File: config.mk
export PLATFORM = sky130hd
export DESIGN_NAME = axi_rd_xbar
export DESIGN_NICKNAME = d
export VERILOG_FILES = /design/src/verilog/axi_rd_pkg.sv /design/src/verilog/xbar_ctrl_pkg.sv /design/src/verilog/ar_request_decoder.sv /design/src/verilog/ar_slave_arbiter.sv /design/src/verilog/axi_rd_xbar.sv /design/src/verilog/r_response_router.sv
export VERILOG_INCLUDE_DIRS = /design/src /design/src/verilog
export SDC_FILE = /design/constraint.sdc
export NUM_CORES = 1
export LEC_CHECK = 0
export ABC_AREA = 1
export BUFFER_PORTS_ARGS = -buffer_cell sky130_fd_sc_hd__buf_2
export CORE_MARGIN = 3
export CORE_UTILIZATION = 40
export DETAILED_ROUTE_END_ITERATION = 16
export GPL_ROUTABILITY_DRIVEN = 0
export SLEW_MARGIN = 15
export SYNTH_ARGS = -nofsm -noshare
export SYNTH_HDL_FRONTEND = slang
export SYNTH_HIERARCHICAL = 1
export SYNTH_SLANG_ARGS = --single-unit
File: constraint.sdc
create_clock -name aclk_i -period 3.83 [get_ports aclk_i]
set_clock_uncertainty 0.05 [all_clocks]
set_input_delay 0.1915 -clock aclk_i [delete_from_list [all_inputs] [get_ports aclk_i]]
set_output_delay 0.1915 -clock aclk_i [all_outputs]
set_load 0.02 [all_outputs]
File: src/verilog/xbar_defines.svh
`ifndef XBAR_DEFINES_SVH
`define XBAR_DEFINES_SVH

// ==================================================
// Port counts
// ==================================================
`define XBAR_NUM_MST   2
`define XBAR_NUM_SLV   2

// ==================================================
// Channel widths
// ==================================================
`define XBAR_ID_W      2
`define XBAR_ADDR_W    16
`define XBAR_DATA_W    32

// Queue depth per master/slave pair, equal to its credit count
`define XBAR_CREDITS   2

// Index widths for master and slave ports
`define XBAR_MST_IDX_W 1
`define XBAR_SLV_IDX_W 1

`endif
File: src/verilog/axi_rd_pkg.sv
`include "xbar_defines.svh"

package axi_rd_pkg;

    // AXI read response code
    typedef enum logic [1:0] {
        OKAY   = 2'b00,
        EXOKAY = 2'b01,
        SLVERR = 2'b10,
        DECERR = 2'b11
    } axi_resp_e;

    // ==================================================
    // Master side beats
    // ==================================================
    typedef struct packed {
        logic [`XBAR_ID_W-1:0]   id;
        logic [`XBAR_ADDR_W-1:0] addr;
    } mst_ar_t;

    typedef struct packed {
        logic [`XBAR_ID_W-1:0]   id;
        logic [`XBAR_DATA_W-1:0] data;
        axi_resp_e               resp;
    } mst_r_t;

    // ==================================================
    // Slave side beats, ID widened by the master index
    // ==================================================
    typedef struct packed {
        logic [`XBAR_MST_IDX_W+`XBAR_ID_W-1:0] id;
        logic [`XBAR_ADDR_W-1:0]               addr;
    } slv_ar_t;

    typedef struct packed {
        logic [`XBAR_MST_IDX_W+`XBAR_ID_W-1:0] id;
        logic [`XBAR_DATA_W-1:0]               data;
        axi_resp_e                             resp;
    } slv_r_t;

endpackage

File: src/verilog/xbar_ctrl_pkg.sv
`include "xbar_defines.svh"

package xbar_ctrl_pkg;

    // ==================================================
    // Routing indices
    // ==================================================
    typedef logic [`XBAR_MST_IDX_W-1:0] mst_idx_t;
    typedef logic [`XBAR_SLV_IDX_W-1:0] slv_idx_t;

    // Holds 0 up to XBAR_CREDITS
    typedef logic [1:0] credit_cnt_t;

    // One queued read request
    typedef struct packed {
        axi_rd_pkg::mst_ar_t ar;
    } xbar_req_t;

    // Slave port arbiter
    typedef enum logic {
        ARB_IDLE,
        ARB_HOLD
    } arb_state_e;

endpackage

File: src/verilog/ar_request_decoder.sv
`timescale 1ns/1ps
`include "xbar_defines.svh"

module ar_request_decoder
    import axi_rd_pkg::*;
    import xbar_ctrl_pkg::*;
(
    input  logic                                              aclk_i,
    input  logic                                              rst_n_i,
    // ==================================================
    // Master read address channels
    // ==================================================
    input  mst_ar_t   [`XBAR_NUM_MST-1:0]                     s_ar_i,
    input  logic      [`XBAR_NUM_MST-1:0]                     s_ar_valid_i,
    output logic      [`XBAR_NUM_MST-1:0]                     s_ar_ready_o,
    // ==================================================
    // Request pushes and credit returns, per slave
    // ==================================================
    output logic      [`XBAR_NUM_SLV-1:0][`XBAR_NUM_MST-1:0]  req_push_o,
    output xbar_req_t [`XBAR_NUM_SLV-1:0][`XBAR_NUM_MST-1:0]  req_o,
    input  logic      [`XBAR_NUM_SLV-1:0][`XBAR_NUM_MST-1:0]  credit_ret_i
);

    slv_idx_t    [`XBAR_NUM_MST-1:0]                     dst_slv;
    logic        [`XBAR_NUM_MST-1:0]                     s_ar_hs;
    logic        [`XBAR_NUM_SLV-1:0][`XBAR_NUM_MST-1:0]  take;
    credit_cnt_t [`XBAR_NUM_SLV-1:0][`XBAR_NUM_MST-1:0]  credit_q;
    xbar_req_t   [`XBAR_NUM_MST-1:0]                     req_q;

    // Target slave is the top address bits
    always_comb begin
        for (int m = 0; m < `XBAR_NUM_MST; m++) begin
            dst_slv[m]      = s_ar_i[m].addr[`XBAR_ADDR_W-1 -: `XBAR_SLV_IDX_W];
            s_ar_ready_o[m] = (credit_q[dst_slv[m]][m] != '0);
            s_ar_hs[m]      = s_ar_valid_i[m] && s_ar_ready_o[m];
        end
    end

    always_comb begin
        for (int s = 0; s < `XBAR_NUM_SLV; s++) begin
            for (int m = 0; m < `XBAR_NUM_MST; m++) begin
                take[s][m] = s_ar_hs[m] && (dst_slv[m] == slv_idx_t'(s));
            end
        end
    end

    // Credit per master/slave pair
    always_ff @(posedge aclk_i or negedge rst_n_i) begin
        if (!rst_n_i) begin
            for (int s = 0; s < `XBAR_NUM_SLV; s++) begin
                for (int m = 0; m < `XBAR_NUM_MST; m++) begin
                    credit_q[s][m] <= credit_cnt_t'(`XBAR_CREDITS);
                end
            end
        end else begin
            for (int s = 0; s < `XBAR_NUM_SLV; s++) begin
                for (int m = 0; m < `XBAR_NUM_MST; m++) begin
                    credit_q[s][m] <= credit_q[s][m]
                                      + credit_cnt_t'(credit_ret_i[s][m])
                                      - credit_cnt_t'(take[s][m]);
                end
            end
        end
    end

    // Push lands in the arbiter queue one cycle after the handshake
    always_ff @(posedge aclk_i or negedge rst_n_i) begin
        if (!rst_n_i) begin
            req_push_o <= '0;
        end else begin
            req_push_o <= take;
        end
    end

    always_ff @(posedge aclk_i) begin
        for (int m = 0; m < `XBAR_NUM_MST; m++) begin
            if (s_ar_hs[m]) begin
                req_q[m].ar <= s_ar_i[m];
            end
        end
    end

    // Same payload goes to every slave, only the push selects
    always_comb begin
        for (int s = 0; s < `XBAR_NUM_SLV; s++) begin
            for (int m = 0; m < `XBAR_NUM_MST; m++) begin
                req_o[s][m] = req_q[m];
            end
        end
    end

endmodule

File: src/verilog/ar_slave_arbiter.sv
`timescale 1ns/1ps
`include "xbar_defines.svh"

module ar_slave_arbiter
    import axi_rd_pkg::*;
    import xbar_ctrl_pkg::*;
(
    input  logic                          aclk_i,
    input  logic                          rst_n_i,
    // ==================================================
    // Requests from the decoder
    // ==================================================
    input  logic      [`XBAR_NUM_MST-1:0] req_push_i,
    input  xbar_req_t [`XBAR_NUM_MST-1:0] req_i,
    output logic      [`XBAR_NUM_MST-1:0] credit_ret_o,
    // ==================================================
    // Slave read address channel
    // ==================================================
    output slv_ar_t                       m_ar_o,
    output logic                          m_ar_valid_o,
    input  logic                          m_ar_ready_i
);

    localparam int PTR_W = $clog2(`XBAR_CREDITS);

    xbar_req_t        q_mem    [`XBAR_NUM_MST][`XBAR_CREDITS];
    logic [PTR_W-1:0] wr_ptr_q [`XBAR_NUM_MST];
    logic [PTR_W-1:0] rd_ptr_q [`XBAR_NUM_MST];
    credit_cnt_t      fill_q   [`XBAR_NUM_MST];

    logic [`XBAR_NUM_MST-1:0] not_empty;
    arb_state_e               state_q;
    mst_idx_t                 grant_q;
    mst_idx_t                 last_q;
    mst_idx_t                 pick;
    logic                     pick_vld;
    xbar_req_t                head;
    logic                     ar_hs;

    function automatic logic [PTR_W-1:0] ptr_inc(input logic [PTR_W-1:0] p);
        return (p == PTR_W'(`XBAR_CREDITS - 1)) ? '0 : p + 1'b1;
    endfunction

    assign ar_hs = m_ar_valid_o && m_ar_ready_i;

    // Entry leaves its queue and the credit goes back in the same cycle
    always_comb begin
        for (int m = 0; m < `XBAR_NUM_MST; m++) begin
            not_empty[m]    = (fill_q[m] != '0);
            credit_ret_o[m] = ar_hs && (grant_q == mst_idx_t'(m));
        end
    end

    // Round robin, starting after the last winner
    always_comb begin
        mst_idx_t cand;
        pick     = last_q;
        pick_vld = 1'b0;
        for (int k = 1; k <= `XBAR_NUM_MST; k++) begin
            cand = mst_idx_t'((int'(last_q) + k) % `XBAR_NUM_MST);
            if (!pick_vld && not_empty[cand]) begin
                pick     = cand;
                pick_vld = 1'b1;
            end
        end
    end

    assign head = q_mem[pick][rd_ptr_q[pick]];

    // ==================================================
    // Per-master request queues
    // ==================================================
    always_ff @(posedge aclk_i or negedge rst_n_i) begin
        if (!rst_n_i) begin
            for (int m = 0; m < `XBAR_NUM_MST; m++) begin
                wr_ptr_q[m] <= '0;
                rd_ptr_q[m] <= '0;
                fill_q[m]   <= '0;
            end
        end else begin
            for (int m = 0; m < `XBAR_NUM_MST; m++) begin
                if (req_push_i[m]) begin
                    wr_ptr_q[m] <= ptr_inc(wr_ptr_q[m]);
                end
                if (credit_ret_o[m]) begin
                    rd_ptr_q[m] <= ptr_inc(rd_ptr_q[m]);
                end
                fill_q[m] <= fill_q[m] + credit_cnt_t'(req_push_i[m])
                             - credit_cnt_t'(credit_ret_o[m]);
            end
        end
    end

    always_ff @(posedge aclk_i) begin
        for (int m = 0; m < `XBAR_NUM_MST; m++) begin
            if (req_push_i[m]) begin
                q_mem[m][wr_ptr_q[m]] <= req_i[m];
            end
        end
    end

    // ==================================================
    // Grant FSM
    // ==================================================
    always_ff @(posedge aclk_i or negedge rst_n_i) begin
        if (!rst_n_i) begin
            state_q      <= ARB_IDLE;
            grant_q      <= '0;
            // Master 0 wins the first round
            last_q       <= mst_idx_t'(`XBAR_NUM_MST - 1);
            m_ar_valid_o <= 1'b0;
        end else begin
            case (state_q)
                ARB_IDLE: begin
                    if (pick_vld) begin
                        grant_q      <= pick;
                        m_ar_valid_o <= 1'b1;
                        state_q      <= ARB_HOLD;
                    end
                end
                ARB_HOLD: begin
                    if (ar_hs) begin
                        last_q       <= grant_q;
                        m_ar_valid_o <= 1'b0;
                        state_q      <= ARB_IDLE;
                    end
                end
                default: state_q <= ARB_IDLE;
            endcase
        end
    end

    // Head of the granted queue, ID widened with the master index
    always_ff @(posedge aclk_i) begin
        if (state_q == ARB_IDLE && pick_vld) begin
            m_ar_o.id   <= {pick, head.ar.id};
            m_ar_o.addr <= head.ar.addr;
        end
    end

endmodule

File: src/verilog/axi_rd_xbar.sv
`timescale 1ns/1ps
`include "xbar_defines.svh"

module axi_rd_xbar
    import axi_rd_pkg::*;
    import xbar_ctrl_pkg::*;
(
    input  logic                        aclk_i,
    input  logic                        rst_n_i,
    // ==================================================
    // Master ports
    // ==================================================
    input  mst_ar_t [`XBAR_NUM_MST-1:0] s_ar_i,
    input  logic    [`XBAR_NUM_MST-1:0] s_ar_valid_i,
    output logic    [`XBAR_NUM_MST-1:0] s_ar_ready_o,
    output mst_r_t  [`XBAR_NUM_MST-1:0] s_r_o,
    output logic    [`XBAR_NUM_MST-1:0] s_r_valid_o,
    input  logic    [`XBAR_NUM_MST-1:0] s_r_ready_i,
    // ==================================================
    // Slave ports
    // ==================================================
    output slv_ar_t [`XBAR_NUM_SLV-1:0] m_ar_o,
    output logic    [`XBAR_NUM_SLV-1:0] m_ar_valid_o,
    input  logic    [`XBAR_NUM_SLV-1:0] m_ar_ready_i,
    input  slv_r_t  [`XBAR_NUM_SLV-1:0] m_r_i,
    input  logic    [`XBAR_NUM_SLV-1:0] m_r_valid_i,
    output logic    [`XBAR_NUM_SLV-1:0] m_r_ready_o
);

    // Decoder to arbiter links, indexed by slave then master
    logic      [`XBAR_NUM_SLV-1:0][`XBAR_NUM_MST-1:0] req_push;
    xbar_req_t [`XBAR_NUM_SLV-1:0][`XBAR_NUM_MST-1:0] req;
    logic      [`XBAR_NUM_SLV-1:0][`XBAR_NUM_MST-1:0] credit_ret;

    ar_request_decoder ar_request_decoder_i (
        .aclk_i      (aclk_i),
        .rst_n_i     (rst_n_i),
        .s_ar_i      (s_ar_i),
        .s_ar_valid_i(s_ar_valid_i),
        .s_ar_ready_o(s_ar_ready_o),
        .req_push_o  (req_push),
        .req_o       (req),
        .credit_ret_i(credit_ret)
    );

    genvar s;
    generate
        for (s = 0; s < `XBAR_NUM_SLV; s = s + 1) begin : g_slv_arb
            ar_slave_arbiter ar_slave_arbiter_i (
                .aclk_i      (aclk_i),
                .rst_n_i     (rst_n_i),
                .req_push_i  (req_push[s]),
                .req_i       (req[s]),
                .credit_ret_o(credit_ret[s]),
                .m_ar_o      (m_ar_o[s]),
                .m_ar_valid_o(m_ar_valid_o[s]),
                .m_ar_ready_i(m_ar_ready_i[s])
            );
        end
    endgenerate

    r_response_router r_response_router_i (
        .aclk_i     (aclk_i),
        .rst_n_i    (rst_n_i),
        .m_r_i      (m_r_i),
        .m_r_valid_i(m_r_valid_i),
        .m_r_ready_o(m_r_ready_o),
        .s_r_o      (s_r_o),
        .s_r_valid_o(s_r_valid_o),
        .s_r_ready_i(s_r_ready_i)
    );

endmodule

File: src/verilog/r_response_router.sv
`timescale 1ns/1ps
`include "xbar_defines.svh"

module r_response_router
    import axi_rd_pkg::*;
    import xbar_ctrl_pkg::*;
(
    input  logic                       aclk_i,
    input  logic                       rst_n_i,
    // ==================================================
    // Slave read data channels
    // ==================================================
    input  slv_r_t [`XBAR_NUM_SLV-1:0] m_r_i,
    input  logic   [`XBAR_NUM_SLV-1:0] m_r_valid_i,
    output logic   [`XBAR_NUM_SLV-1:0] m_r_ready_o,
    // ==================================================
    // Master read data channels
    // ==================================================
    output mst_r_t [`XBAR_NUM_MST-1:0] s_r_o,
    output logic   [`XBAR_NUM_MST-1:0] s_r_valid_o,
    input  logic   [`XBAR_NUM_MST-1:0] s_r_ready_i
);

    logic     [`XBAR_NUM_MST-1:0][`XBAR_NUM_SLV-1:0] hit;
    slv_idx_t [`XBAR_NUM_MST-1:0]                    sel_slv;
    logic     [`XBAR_NUM_MST-1:0]                    sel_vld;
    logic     [`XBAR_NUM_MST-1:0]                    load;
    slv_idx_t [`XBAR_NUM_MST-1:0]                    last_q;

    // Master index sits in the top ID bits
    always_comb begin
        for (int m = 0; m < `XBAR_NUM_MST; m++) begin
            for (int s = 0; s < `XBAR_NUM_SLV; s++) begin
                hit[m][s] = m_r_valid_i[s]
                            && (mst_idx_t'(m_r_i[s].id[`XBAR_ID_W +: `XBAR_MST_IDX_W])
                                == mst_idx_t'(m));
            end
        end
    end

    // Round robin over slaves, one picker per master
    always_comb begin
        slv_idx_t cand;
        for (int m = 0; m < `XBAR_NUM_MST; m++) begin
            sel_slv[m] = last_q[m];
            sel_vld[m] = 1'b0;
            for (int k = 1; k <= `XBAR_NUM_SLV; k++) begin
                cand = slv_idx_t'((int'(last_q[m]) + k) % `XBAR_NUM_SLV);
                if (!sel_vld[m] && hit[m][cand]) begin
                    sel_slv[m] = cand;
                    sel_vld[m] = 1'b1;
                end
            end
        end
    end

    // Slot takes a beat when empty or draining
    always_comb begin
        m_r_ready_o = '0;
        for (int m = 0; m < `XBAR_NUM_MST; m++) begin
            load[m] = sel_vld[m] && (!s_r_valid_o[m] || s_r_ready_i[m]);
            if (load[m]) begin
                m_r_ready_o[sel_slv[m]] = 1'b1;
            end
        end
    end

    always_ff @(posedge aclk_i or negedge rst_n_i) begin
        if (!rst_n_i) begin
            s_r_valid_o <= '0;
            for (int m = 0; m < `XBAR_NUM_MST; m++) begin
                last_q[m] <= slv_idx_t'(`XBAR_NUM_SLV - 1);
            end
        end else begin
            for (int m = 0; m < `XBAR_NUM_MST; m++) begin
                if (load[m]) begin
                    s_r_valid_o[m] <= 1'b1;
                    last_q[m]      <= sel_slv[m];
                end else if (s_r_ready_i[m]) begin
                    s_r_valid_o[m] <= 1'b0;
                end
            end
        end
    end

    // Output slot, master index stripped from the ID
    always_ff @(posedge aclk_i) begin
        for (int m = 0; m < `XBAR_NUM_MST; m++) begin
            if (load[m]) begin
                s_r_o[m].id   <= m_r_i[sel_slv[m]].id[`XBAR_ID_W-1:0];
                s_r_o[m].data <= m_r_i[sel_slv[m]].data;
                s_r_o[m].resp <= m_r_i[sel_slv[m]].resp;
            end
        end
    end

endmodule

Word level (Yosys, flattened, before mapping). Memory sizes are Yosys's and may differ from the RTL's. Cells that the tools add are included. W data, S select, Z words.

Memories: 2. Output and inout port bits: 118. Bits in registers: 186. Logic and storage cells: 275. Input port bits: 120. RAM bits: 144.

Memories: g_slv_arb[0].ar_slave_arbiter_i.q_mem (depth 2, width 36, read ports 1, clocked after memory_dff 0, write ports 2, RTL line ar_slave_arbiter.sv:26) `` xbar_req_t q_mem [`XBAR_NUM_MST][`XBAR_CREDITS]; ``; g_slv_arb[1].ar_slave_arbiter_i.q_mem (depth 2, width 36, read ports 1, clocked after memory_dff 0, write ports 2, RTL line ar_slave_arbiter.sv:26).

Add/sub/neg operators: 32. Magnitude comparators: 26. Bitwise logic cells: 17. Reduce and logical (&&, ||, !) cells: 52. Eq/ne operators: 4. Multiplexer cells: 98.

Operator list (number): $mux W36 (8); $mux W18 (10); $demux W18 S1 (4); $mux W1 (64); $logic_and A1 B1 Y1 (30); $lt A1 B2 Y1 const B (12); $add A1 B1 Y1 const B (16); $add A2 B1 Y2 (8); $ge A2 B2 Y1 const B (8); $not A1 Y2 (8); $reduce_bool A2 Y1 (8); $sub A2 B1 Y2 (8); $reduce_and A2 Y1 (6); $lt A2 B1 Y1 const B (4); $mux W2 (4); $mux W4 (2); $not A1 Y1 (8); $pmux W1 S2 (4); $logic_not A1 Y1 (6); $ne A2 B1 Y1 const B (2); $ne A2 B2 Y1 const B (2); $demux W1 S1 (2); $ge A1 B1 Y1 const B (2); $logic_or A1 B1 Y1 (2); $or A2 B2 Y2 (1).

Depth between registers and ports, before layout. Gate-level depths: netlist of run 1.

Depth in word-level cells: 15. Gate-level depth with buffers: 10. Mapped depth without buffers: 10.

Hierarchy. The synthesis of run 1 kept the hierarchy.

By module, submodules not included: ar_slave_arbiter (times used 2, cells each 341, area each 4196.5 um^2); r_response_router (times used 1, cells each 309, area each 3480.8 um^2); ar_request_decoder (times used 1, cells each 149, area each 2040.7 um^2).

Worst setup path before layout of run 1. No wires, ideal clock.

Path kind: reg2out. Start point: register r_response_router_i.s_r_valid_o[1]. End point: output m_r_ready_o[0]. Arrival time: 1.681 ns. Cell stages (with the launch flop): 6. Required time: 3.589 ns. Slack: 1.908 ns. Buffers on the path: 0. Cell sequence: dfrtp_1 > nand2_1 > nand2_1 > inv_1 > nand2_1 > nand2_1.

Cells in the longest elaborated chain, start to end: 4.

RTL lines: start, declared (RTL line r_response_router.sv:20) `` output logic [`XBAR_NUM_MST-1:0] s_r_valid_o, ``; start signal, assigned (RTL line r_response_router.sv:70) `s_r_valid_o <= '0;`; start signal, assigned by index (RTL line r_response_router.sv:77) `s_r_valid_o[m] <= 1'b1;`; start signal, assigned by index (RTL line r_response_router.sv:80) `s_r_valid_o[m] <= 1'b0;`; $logic_not A1 Y1 (RTL line r_response_router.sv:61) `load[m] = sel_vld[m] && (!s_r_valid_o[m] || s_r_ready_i[m]);`; $logic_or A1 B1 Y1 (RTL line r_response_router.sv:61); $logic_and A1 B1 Y1 (RTL line r_response_router.sv:61); named net r_response_router_i.load[1] (RTL line r_response_router.sv:27) `` logic [`XBAR_NUM_MST-1:0] load; ``; $mux W2 (RTL line r_response_router.sv:62) `if (load[m]) begin`; end, declared (RTL line axi_rd_xbar.sv:27) `` output logic [`XBAR_NUM_SLV-1:0] m_r_ready_o ``.

The timed path passes the listed nets, and every way through them passes these cells.

Worst setup path after layout of run 1.
Start point: register r_response_router_i/last_q[0] (netlist bit). End point: output m_r_ready_o[0].

Cells in the longest elaborated chain, start to end: 14.

RTL lines: start, declared (RTL line r_response_router.sv:28) `` slv_idx_t [`XBAR_NUM_MST-1:0] last_q; ``; start signal, assigned by index (RTL line r_response_router.sv:72) `` last_q[m] <= slv_idx_t'(`XBAR_NUM_SLV - 1); ``; start signal, assigned by index (RTL line r_response_router.sv:78) `last_q[m] <= sel_slv[m];`; $add A1 B1 Y1 (RTL line r_response_router.sv:48) `` cand = slv_idx_t'((int'(last_q[m]) + k) % `XBAR_NUM_SLV); ``; $mux W1 (not written as such) (2 in series) (RTL line r_response_router.sv:49) `if (!sel_vld[m] && hit[m][cand]) begin`; $mux W1 (RTL line r_response_router.sv:49); $logic_not A1 Y1 (RTL line r_response_router.sv:49); $logic_and A1 B1 Y1 (RTL line r_response_router.sv:49); $mux W1 (RTL line r_response_router.sv:49); $lt A1 B2 Y1 (not written as such) / $ge A1 B1 Y1 (equally long branches) (RTL line r_response_router.sv:63) `m_r_ready_o[sel_slv[m]] = 1'b1;`; $logic_and A1 B1 Y1 (not written as such) (RTL line r_response_router.sv:63); $mux W1 (not written as such) (RTL line r_response_router.sv:63); $demux W1 S1; $mux W2 * (RTL line r_response_router.sv:62); $or A2 B2 Y2 (no line); $mux W2 * (RTL line r_response_router.sv:62).

Mark *: on every way between the ends. The rest lies on a longest branch, timed or not. The select of a mux whose other input is x is not followed.

==> summary.txt, run 1 <==
Final nets - 1604
final count of hold timing violations - 0
multi-input logic area - 0.00317 mm2
Layout area overhead - 25.8%
Worst setup SP type - register
Worst VDD drop - 0.000335 V
total CTS buffers - 37
Synth Register Bits - 330
Fin Setup TNS - 0 ps
Post-synth EDFFs - 290
FILL cells - 2957
Starting Density - 41.1%
number of global-route vias before repair - 9356
setup repair after global routing missed its margin - no
layout cells sized above 1 - 24.3%
Fmax - 0.387 GHz
remaining global-route overflow - 0
initial drt markers - 568
Clock Sinks - 330
initial antenna violation count - 0
Final setup viols - 0
Max clock buf depth - 3
Ant. Diodes - 0
Netlist cell types - 25
Vias/cell - 4.84
top cells by area, synth - edfxtp_1 (63%), nand2_1 (8.4%), dfrtp_1 (5.8%), nand3_1 (5.4%), buf_4 (3.0%)
port bufs - 237
XOR/XNOR share of the synthesized area - 1.51%
Slew Viols, Final - 0
Cell Rows - 67
Pint - 8.52 mW
die extent in x - 193 um
Syn Nets - 1276
mux cell area share after synthesis - 0%
CP Max Fanout - 73
Seq/Total Area, Yosys - 69.8%
Gate power share - 32.9%
largest net degree at the start of global routing - 74
DRT Pass-1 Iters - 5
Worst Path Arrival - 2340 ps
Worst EP required - 3590 ps
Mapped Cells - 1140
Vert. Die Dim - 193 um
Synth Area in Compound Gates - 3.95%
Core Util, Final - 51.7%
H-tree depth - 2
Clk network pwr share - 25.2%
Simple-Gate Fraction of Synth Area - 15.9%
CTS root buf - clkbuf_16
switch share - 35.7%
core area - 0.0339 mm2
Synth Area per Inst - 12.2 um2
DP Wirelength - 21600 um
Post-Route WL - 33400 um
Post-synth ARST share - 12.1%
register share of total power - 41.9%
gr usage total - 17.7%
WL/cell - 17.2 um
max-cap violation count - 0
top post-synthesis cells by count - nand2_1 (310), edfxtp_1 (290), nand3_1 (151)
Leak Pwr - 7.56 nW
period utilisation layout - 67.5%
first-pass GRT wire length - 51300 um
main combinational cell family by area after synthesis - simple AND/OR/NAND/NOR gates
DR vias - 9398
Worst-Skew Late Latency - 510 ps
clock tree from TritonCTS - done
post-synthesis instance area - 0.0139 mm2
ys flop type - edfxtp_1
headroom to the max-slew limit - 21.7%
Reg area - 0.00972 mm2
CP endpoint kind - output pin
Tmin final - 2590 ps
Yosys top cell area share - 62.6%
adder-cell share of the synthesized area - 1.44%
worst slew pin tran - 1170 ps
io pins - 238
switching power total - 4.74 mW
post-synth top area cell - edfxtp_1
post-route ant nets - 0
hold crit path type - input port to register
DIE AREA - 0.0371 mm2
Syn. warnings - 6
cell with the most instances after synthesis - nand2_1
Setup Crit Path Kind - register to output pin
drt drc - 0
Clock Pin Slew Worst Setup and Hold Paths - 60 ps
pwr/cell area - 758 mW/mm2
run status - finished, final reports clean
[area by class of cell]
class                      count  share of cell area (%)
clock inverter                10                   0.644
sequential                   330                    55.5
multi-input combinational    625                    18.1
timing repair buffer         371                    14.3
tap                          448                    3.20
clock buffer                  54                    5.95
inverter                     103                    2.21
[timing repair]
item                      4_1_cts  5_1_grt
resized for setup               0        0
buffers inserted                0        0
hold endpoints to repair      148        0
hold buffers                  125        0
[metal layers]
metal	wire length, um	track usage [%]	up-vias	share of wire (%)
met5	0	0	-	0
met4	985	5.86	0	2.9
met3	1620	3.02	59	4.9
met2	16600	29.2	270	50
met1	14200	23.9	4565	42
li1	-	-	4504	-
[per-stage QoR]
stage               std cells  setup WS, ps  cell area [um2]  hold slack, ps  power, mW
CTS                      1941          1200            17500           0.108       13.4
floorplan                1140          1910            13900            -154       8.75
detailed placement       1752          1570            15100             320       9.84
global route             1941          1090            17500            11.5       14.2
global placement         1752          1640            15100             319       9.72
finish                   1941          1240            17500            19.9       13.3
[power groups by stage]
| stage | Combinational [mW] | Sequential (mW) | Clock [mW] |
|---|---|---|---|
| after global placement | 4.10 | 5.63 | 0 |
| after floorplan | 2.83 | 5.91 | 0 |
| after CTS | 4.41 | 5.57 | 3.44 |
| final | 4.36 | 5.55 | 3.35 |
| after detailed placement | 4.20 | 5.64 | 0 |
| after global routing | 4.93 | 5.64 | 3.59 |
[flip-flops by register name, indices dropped and copies added, names as in the netlist]
signal / count
g_slv_arb.ar_slave_arbiter_i/state_q: 2
g_slv_arb.ar_slave_arbiter_i/fill_q: 8
ar_request_decoder_i/req_push_o: 4
g_slv_arb.ar_slave_arbiter_i/rd_ptr_q: 4
g_slv_arb.ar_slave_arbiter_i/last_q: 2
ar_request_decoder_i/req_o: 36
g_slv_arb.ar_slave_arbiter_i/wr_ptr_q: 4
g_slv_arb.ar_slave_arbiter_i/grant_q: 2
g_slv_arb.ar_slave_arbiter_i/m_ar_valid_o: 2
g_slv_arb.ar_slave_arbiter_i/q_mem: 144
r_response_router_i/last_q: 2
r_response_router_i/s_r_valid_o: 2
g_slv_arb.ar_slave_arbiter_i/m_ar_o: 38
ar_request_decoder_i/credit_q: 8
r_response_router_i/s_r_o: 72
[critical path, cell delays in order, from the launching register on]
cell	delay (ps)
dfstp_2	560
nand3_2	100
nand2_4	710
nand3_2	130
nand2_1	140
buf_2	200
[placed cells by master, fill, tap and decap left out, types with 2 or more instances in the layout]
| cell | count |
|---|---|
| clkbuf_8 | 3 |
| o21ai_0 | 32 |
| clkbuf_1 | 13 |
| buf_2 | 237 |
| nand3_1 | 151 |
| inv_2 | 2 |
| nand3_4 | 2 |
| nor2_1 | 15 |
| buf_4 | 9 |
| dfstp_2 | 8 |
| ha_1 | 16 |
| clkbuf_16 | 38 |
| dlygate4sd3_1 | 125 |
| inv_1 | 101 |
| bufinv_16 | 2 |
| dfrtp_1 | 32 |
| edfxtp_1 | 290 |
| clkinv_1 | 3 |
| o21ai_1 | 15 |
| nand3_2 | 5 |
| nand4_1 | 2 |
| o21ai_2 | 33 |
| nor2_2 | 3 |
| nand2_4 | 4 |
| nand2_1 | 310 |
| xnor2_1 | 12 |
| o21ai_4 | 2 |
| nand2_2 | 10 |
| xor2_1 | 12 |
| clkinvlp_4 | 2 |
| clkinv_2 | 2 |
[path summary, 6_finish.rpt]
path | to | depth (start not counted) | slack (ps) | from
min in group asynchronous | r_response_router_i/s_r_valid_o[1] | 2 | 320 | rst_n_i
worst max-delay path | m_r_ready_o[0] | 5 | 1240 | r_response_router_i/last_q[0]
worst max register to register | r_response_router_i/s_r_o[22] | 6 | 1330 | r_response_router_i/last_q[0]
worst min register to register | g_slv_arb[1].ar_slave_arbiter_i/wr_ptr_q[0] | 1 | 440 | g_slv_arb[1].ar_slave_arbiter_i/wr_ptr_q[0]
worst min-delay path | r_response_router_i/s_r_o[31] | 3 | 20 | m_r_i[68]
max in group asynchronous | g_slv_arb[0].ar_slave_arbiter_i/fill_q[3] | 2 | 2820 | rst_n_i
[cells by family (layout without fill, tap and decap cells)]
family	after synthesis	count (layout)
flops	330	330
compound gates	82	82
fa+ha+maj	16	16
xor+xnor	24	24
simple gates	503	503
buf+inv	185	538
Power figures use the tool's default switching activity.
==> run 2: changes to the inputs <==
==> constraint.sdc (replaced) <==
create_clock -name aclk_i -period 2.1 [get_ports aclk_i]
set_clock_uncertainty 0.05 [all_clocks]
set_input_delay 0.105 -clock aclk_i [delete_from_list [all_inputs] [get_ports aclk_i]]
set_output_delay 0.105 -clock aclk_i [all_outputs]
set_load 0.02 [all_outputs]
==> run 2 against run 1 <==
  * Routed wire length increased by 1.4%
  * Clock power rose by 86%
  * Largest power group unchanged
  * Critical path type is now register to register
  * Global-route usage is 0.12 points higher
  * Worst hold slack barely moved
  * Utilization is 1.2 points higher
==> summary.txt, run 2 (synthesis gave the netlist of run 1 again) <==
Setup Crit Path Kind - register to register
WL/cell - 17.2 um
gr usage total - 17.8%
first-pass GRT wire length - 51200 um
period utilisation layout - 97.5%
Worst VDD drop - 0.000618 V
post-route ant nets - 0
CP Max Fanout - 15
Post-CTS Setup Bufs - 0
io pins - 238
max-cap violation count - 0
Ant. Diodes - 0
Worst EP required - 2320 ps
CP endpoint kind - register
most frequent cells in the layout - nand2_1 (309), edfxtp_1 (290), buf_2 (236)
hold crit path type - input port to asynchronous set/reset pin
Clk network pwr share - 25.4%
pwr/cell area - 1370 mW/mm2
number of global-route vias before repair - 9416
most used routing layer - met2
CP bufs+invs - 2
Post-Route WL - 33900 um
Final setup viols - 0
Layout area overhead - 28.6%
slowest CP cell - dfstp_2
Clock Sinks - 330
final count of hold timing violations - 0
DR vias - 9534
headroom to the max-slew limit - 66.7%
initial drt markers - 568
H-tree depth - 2
Gate power share - 33.4%
total CTS buffers - 37
Leak Pwr - 7.75 nW
CP cell instances - nand3_2 -> nand2_8 -> buf_4 -> o21ai_2 -> dlygate4sd3_1
critical path's top delay family - buffers and inverters
DP Wirelength - 21800 um
Cell Rows - 67
CP max stage delay - 560 ps
port bufs - 237
Vias/cell - 4.83
met1 Track Usage GR - 23.6%
Starting Density - 41.1%
run status - finished, final reports clean
largest net degree at the start of global routing - 38
Total Power - 24.6 mW
core area - 0.0339 mm2
Slew Viols, Final - 0
initial antenna violation count - 0
clock tree from TritonCTS - done
Worst Path Arrival - 2260 ps
Worst setup SP type - register
met3 Use GR - 3.12%
remaining global-route overflow - 0
Vert. Die Dim - 193 um
placed cell count - 1770
DRT Pass-1 Iters - 5
Max clock buf depth - 3
non-filler cells, final - 1974
Pint - 15.8 mW
drt drc - 0
layout cells sized above 1 - 25.5%
M2 GR Usage - 29.5%
Final nets - 1633
max reg flops - 144
switch share - 35.8%
DIE AREA - 0.0371 mm2
Tmin final - 2050 ps
worst slew pin tran - 497 ps
die extent in x - 193 um
Fmax - 0.489 GHz
CTS root buf - clkbuf_16
Clock Pin Slew Worst Setup and Hold Paths - 60 ps
register share of total power - 41.2%
switching power total - 8.80 mW
most common cell after layout, fill and taps aside - nand2_1
Worst-Skew Late Latency - 520 ps
Hold WS - 19.9 ps
run 2: worst reg2reg max path, delay by kind of cell, from the launching register on:
family	cells	cell delay, ps
flip-flops	1	560
AO/OA/AOI/OAI	1	60
AND/OR/NAND/NOR	2	380
buffers and inverters	2	740
run 2: area by class of cell:
type | count | area (um2)
sequential | 330 | 9720
clock buffer | 52 | 1040
inverter | 103 | 390
tap | 448 | 561
multi-input combinational | 626 | 3210
clock inverter | 16 | 130
fill | 2916 | 16000
timing repair buffer | 399 | 2840
run 2: timing repair:
action                                  4_1_cts  5_1_grt
pin swaps                                     0        2
endpoints found under the setup margin        1        6
hold buffers                                135        0
gates resized for setup                       2        4
endpoints found under the hold margin       162        0
gates cloned                                  0        1
run 2: final timing paths:
| kind | startpoint | to | slack [ps] | cells past startpoint |
|---|---|---|---|---|
| worst max-delay path | r_response_router_i/last_q[0] | r_response_router_i/s_r_o[2] | 50 | 5 |
| worst min-delay path | rst_n_i | ar_request_decoder_i/credit_q[4] | 20 | 2 |
| worst max register to register | r_response_router_i/last_q[0] | r_response_router_i/s_r_o[2] | 50 | 5 |
| worst min register to register | g_slv_arb[1].ar_slave_arbiter_i/wr_ptr_q[1] | g_slv_arb[1].ar_slave_arbiter_i/wr_ptr_q[1] | 440 | 1 |
| max in group asynchronous | rst_n_i | ar_request_decoder_i/credit_q[3] | 1270 | 3 |
| min in group aclk_i | m_r_valid_i[0] | r_response_router_i/s_r_valid_o[0] | 70 | 5 |
run 2: stage by stage:
| stage | util [%] | cell area [um2] | TNS, ps | setup WS, ps |
|---|---|---|---|---|
| 2_1_floorplan | - | 13900 | 0 | 255 |
| 3_3_place_gp | 45.3 | 15300 | 0 | 347 |
| 3_5_place_dp | 45.3 | 15300 | 0 | 315 |
| 4_1_cts | 52.8 | 17900 | 0 | 28.7 |
| 5_1_grt | 52.9 | 17900 | -0.393 | -0.393 |
| 6_report | 52.9 | 17900 | 0 | 53.0 |
run 2: power by group through the flow:
stage,clock (mW),combinational (mW),sequential [mW]
after floorplan,0,5.17,10.8
after global placement,0,7.80,10.3
after detailed placement,0,7.98,10.3
after CTS,6.41,8.30,10.2
after global routing,6.66,9.26,10.3
final,6.24,8.22,10.1
run 2: layer usage:
| layer | up-vias | share of wire (%) |
|---|---|---|
| met3 | 76 | 5.5 |
| li1 | 4568 | - |
| met1 | 4594 | 41 |
| met5 | - | 0 |
| met2 | 296 | 50 |
| met4 | 0 | 3.4 |
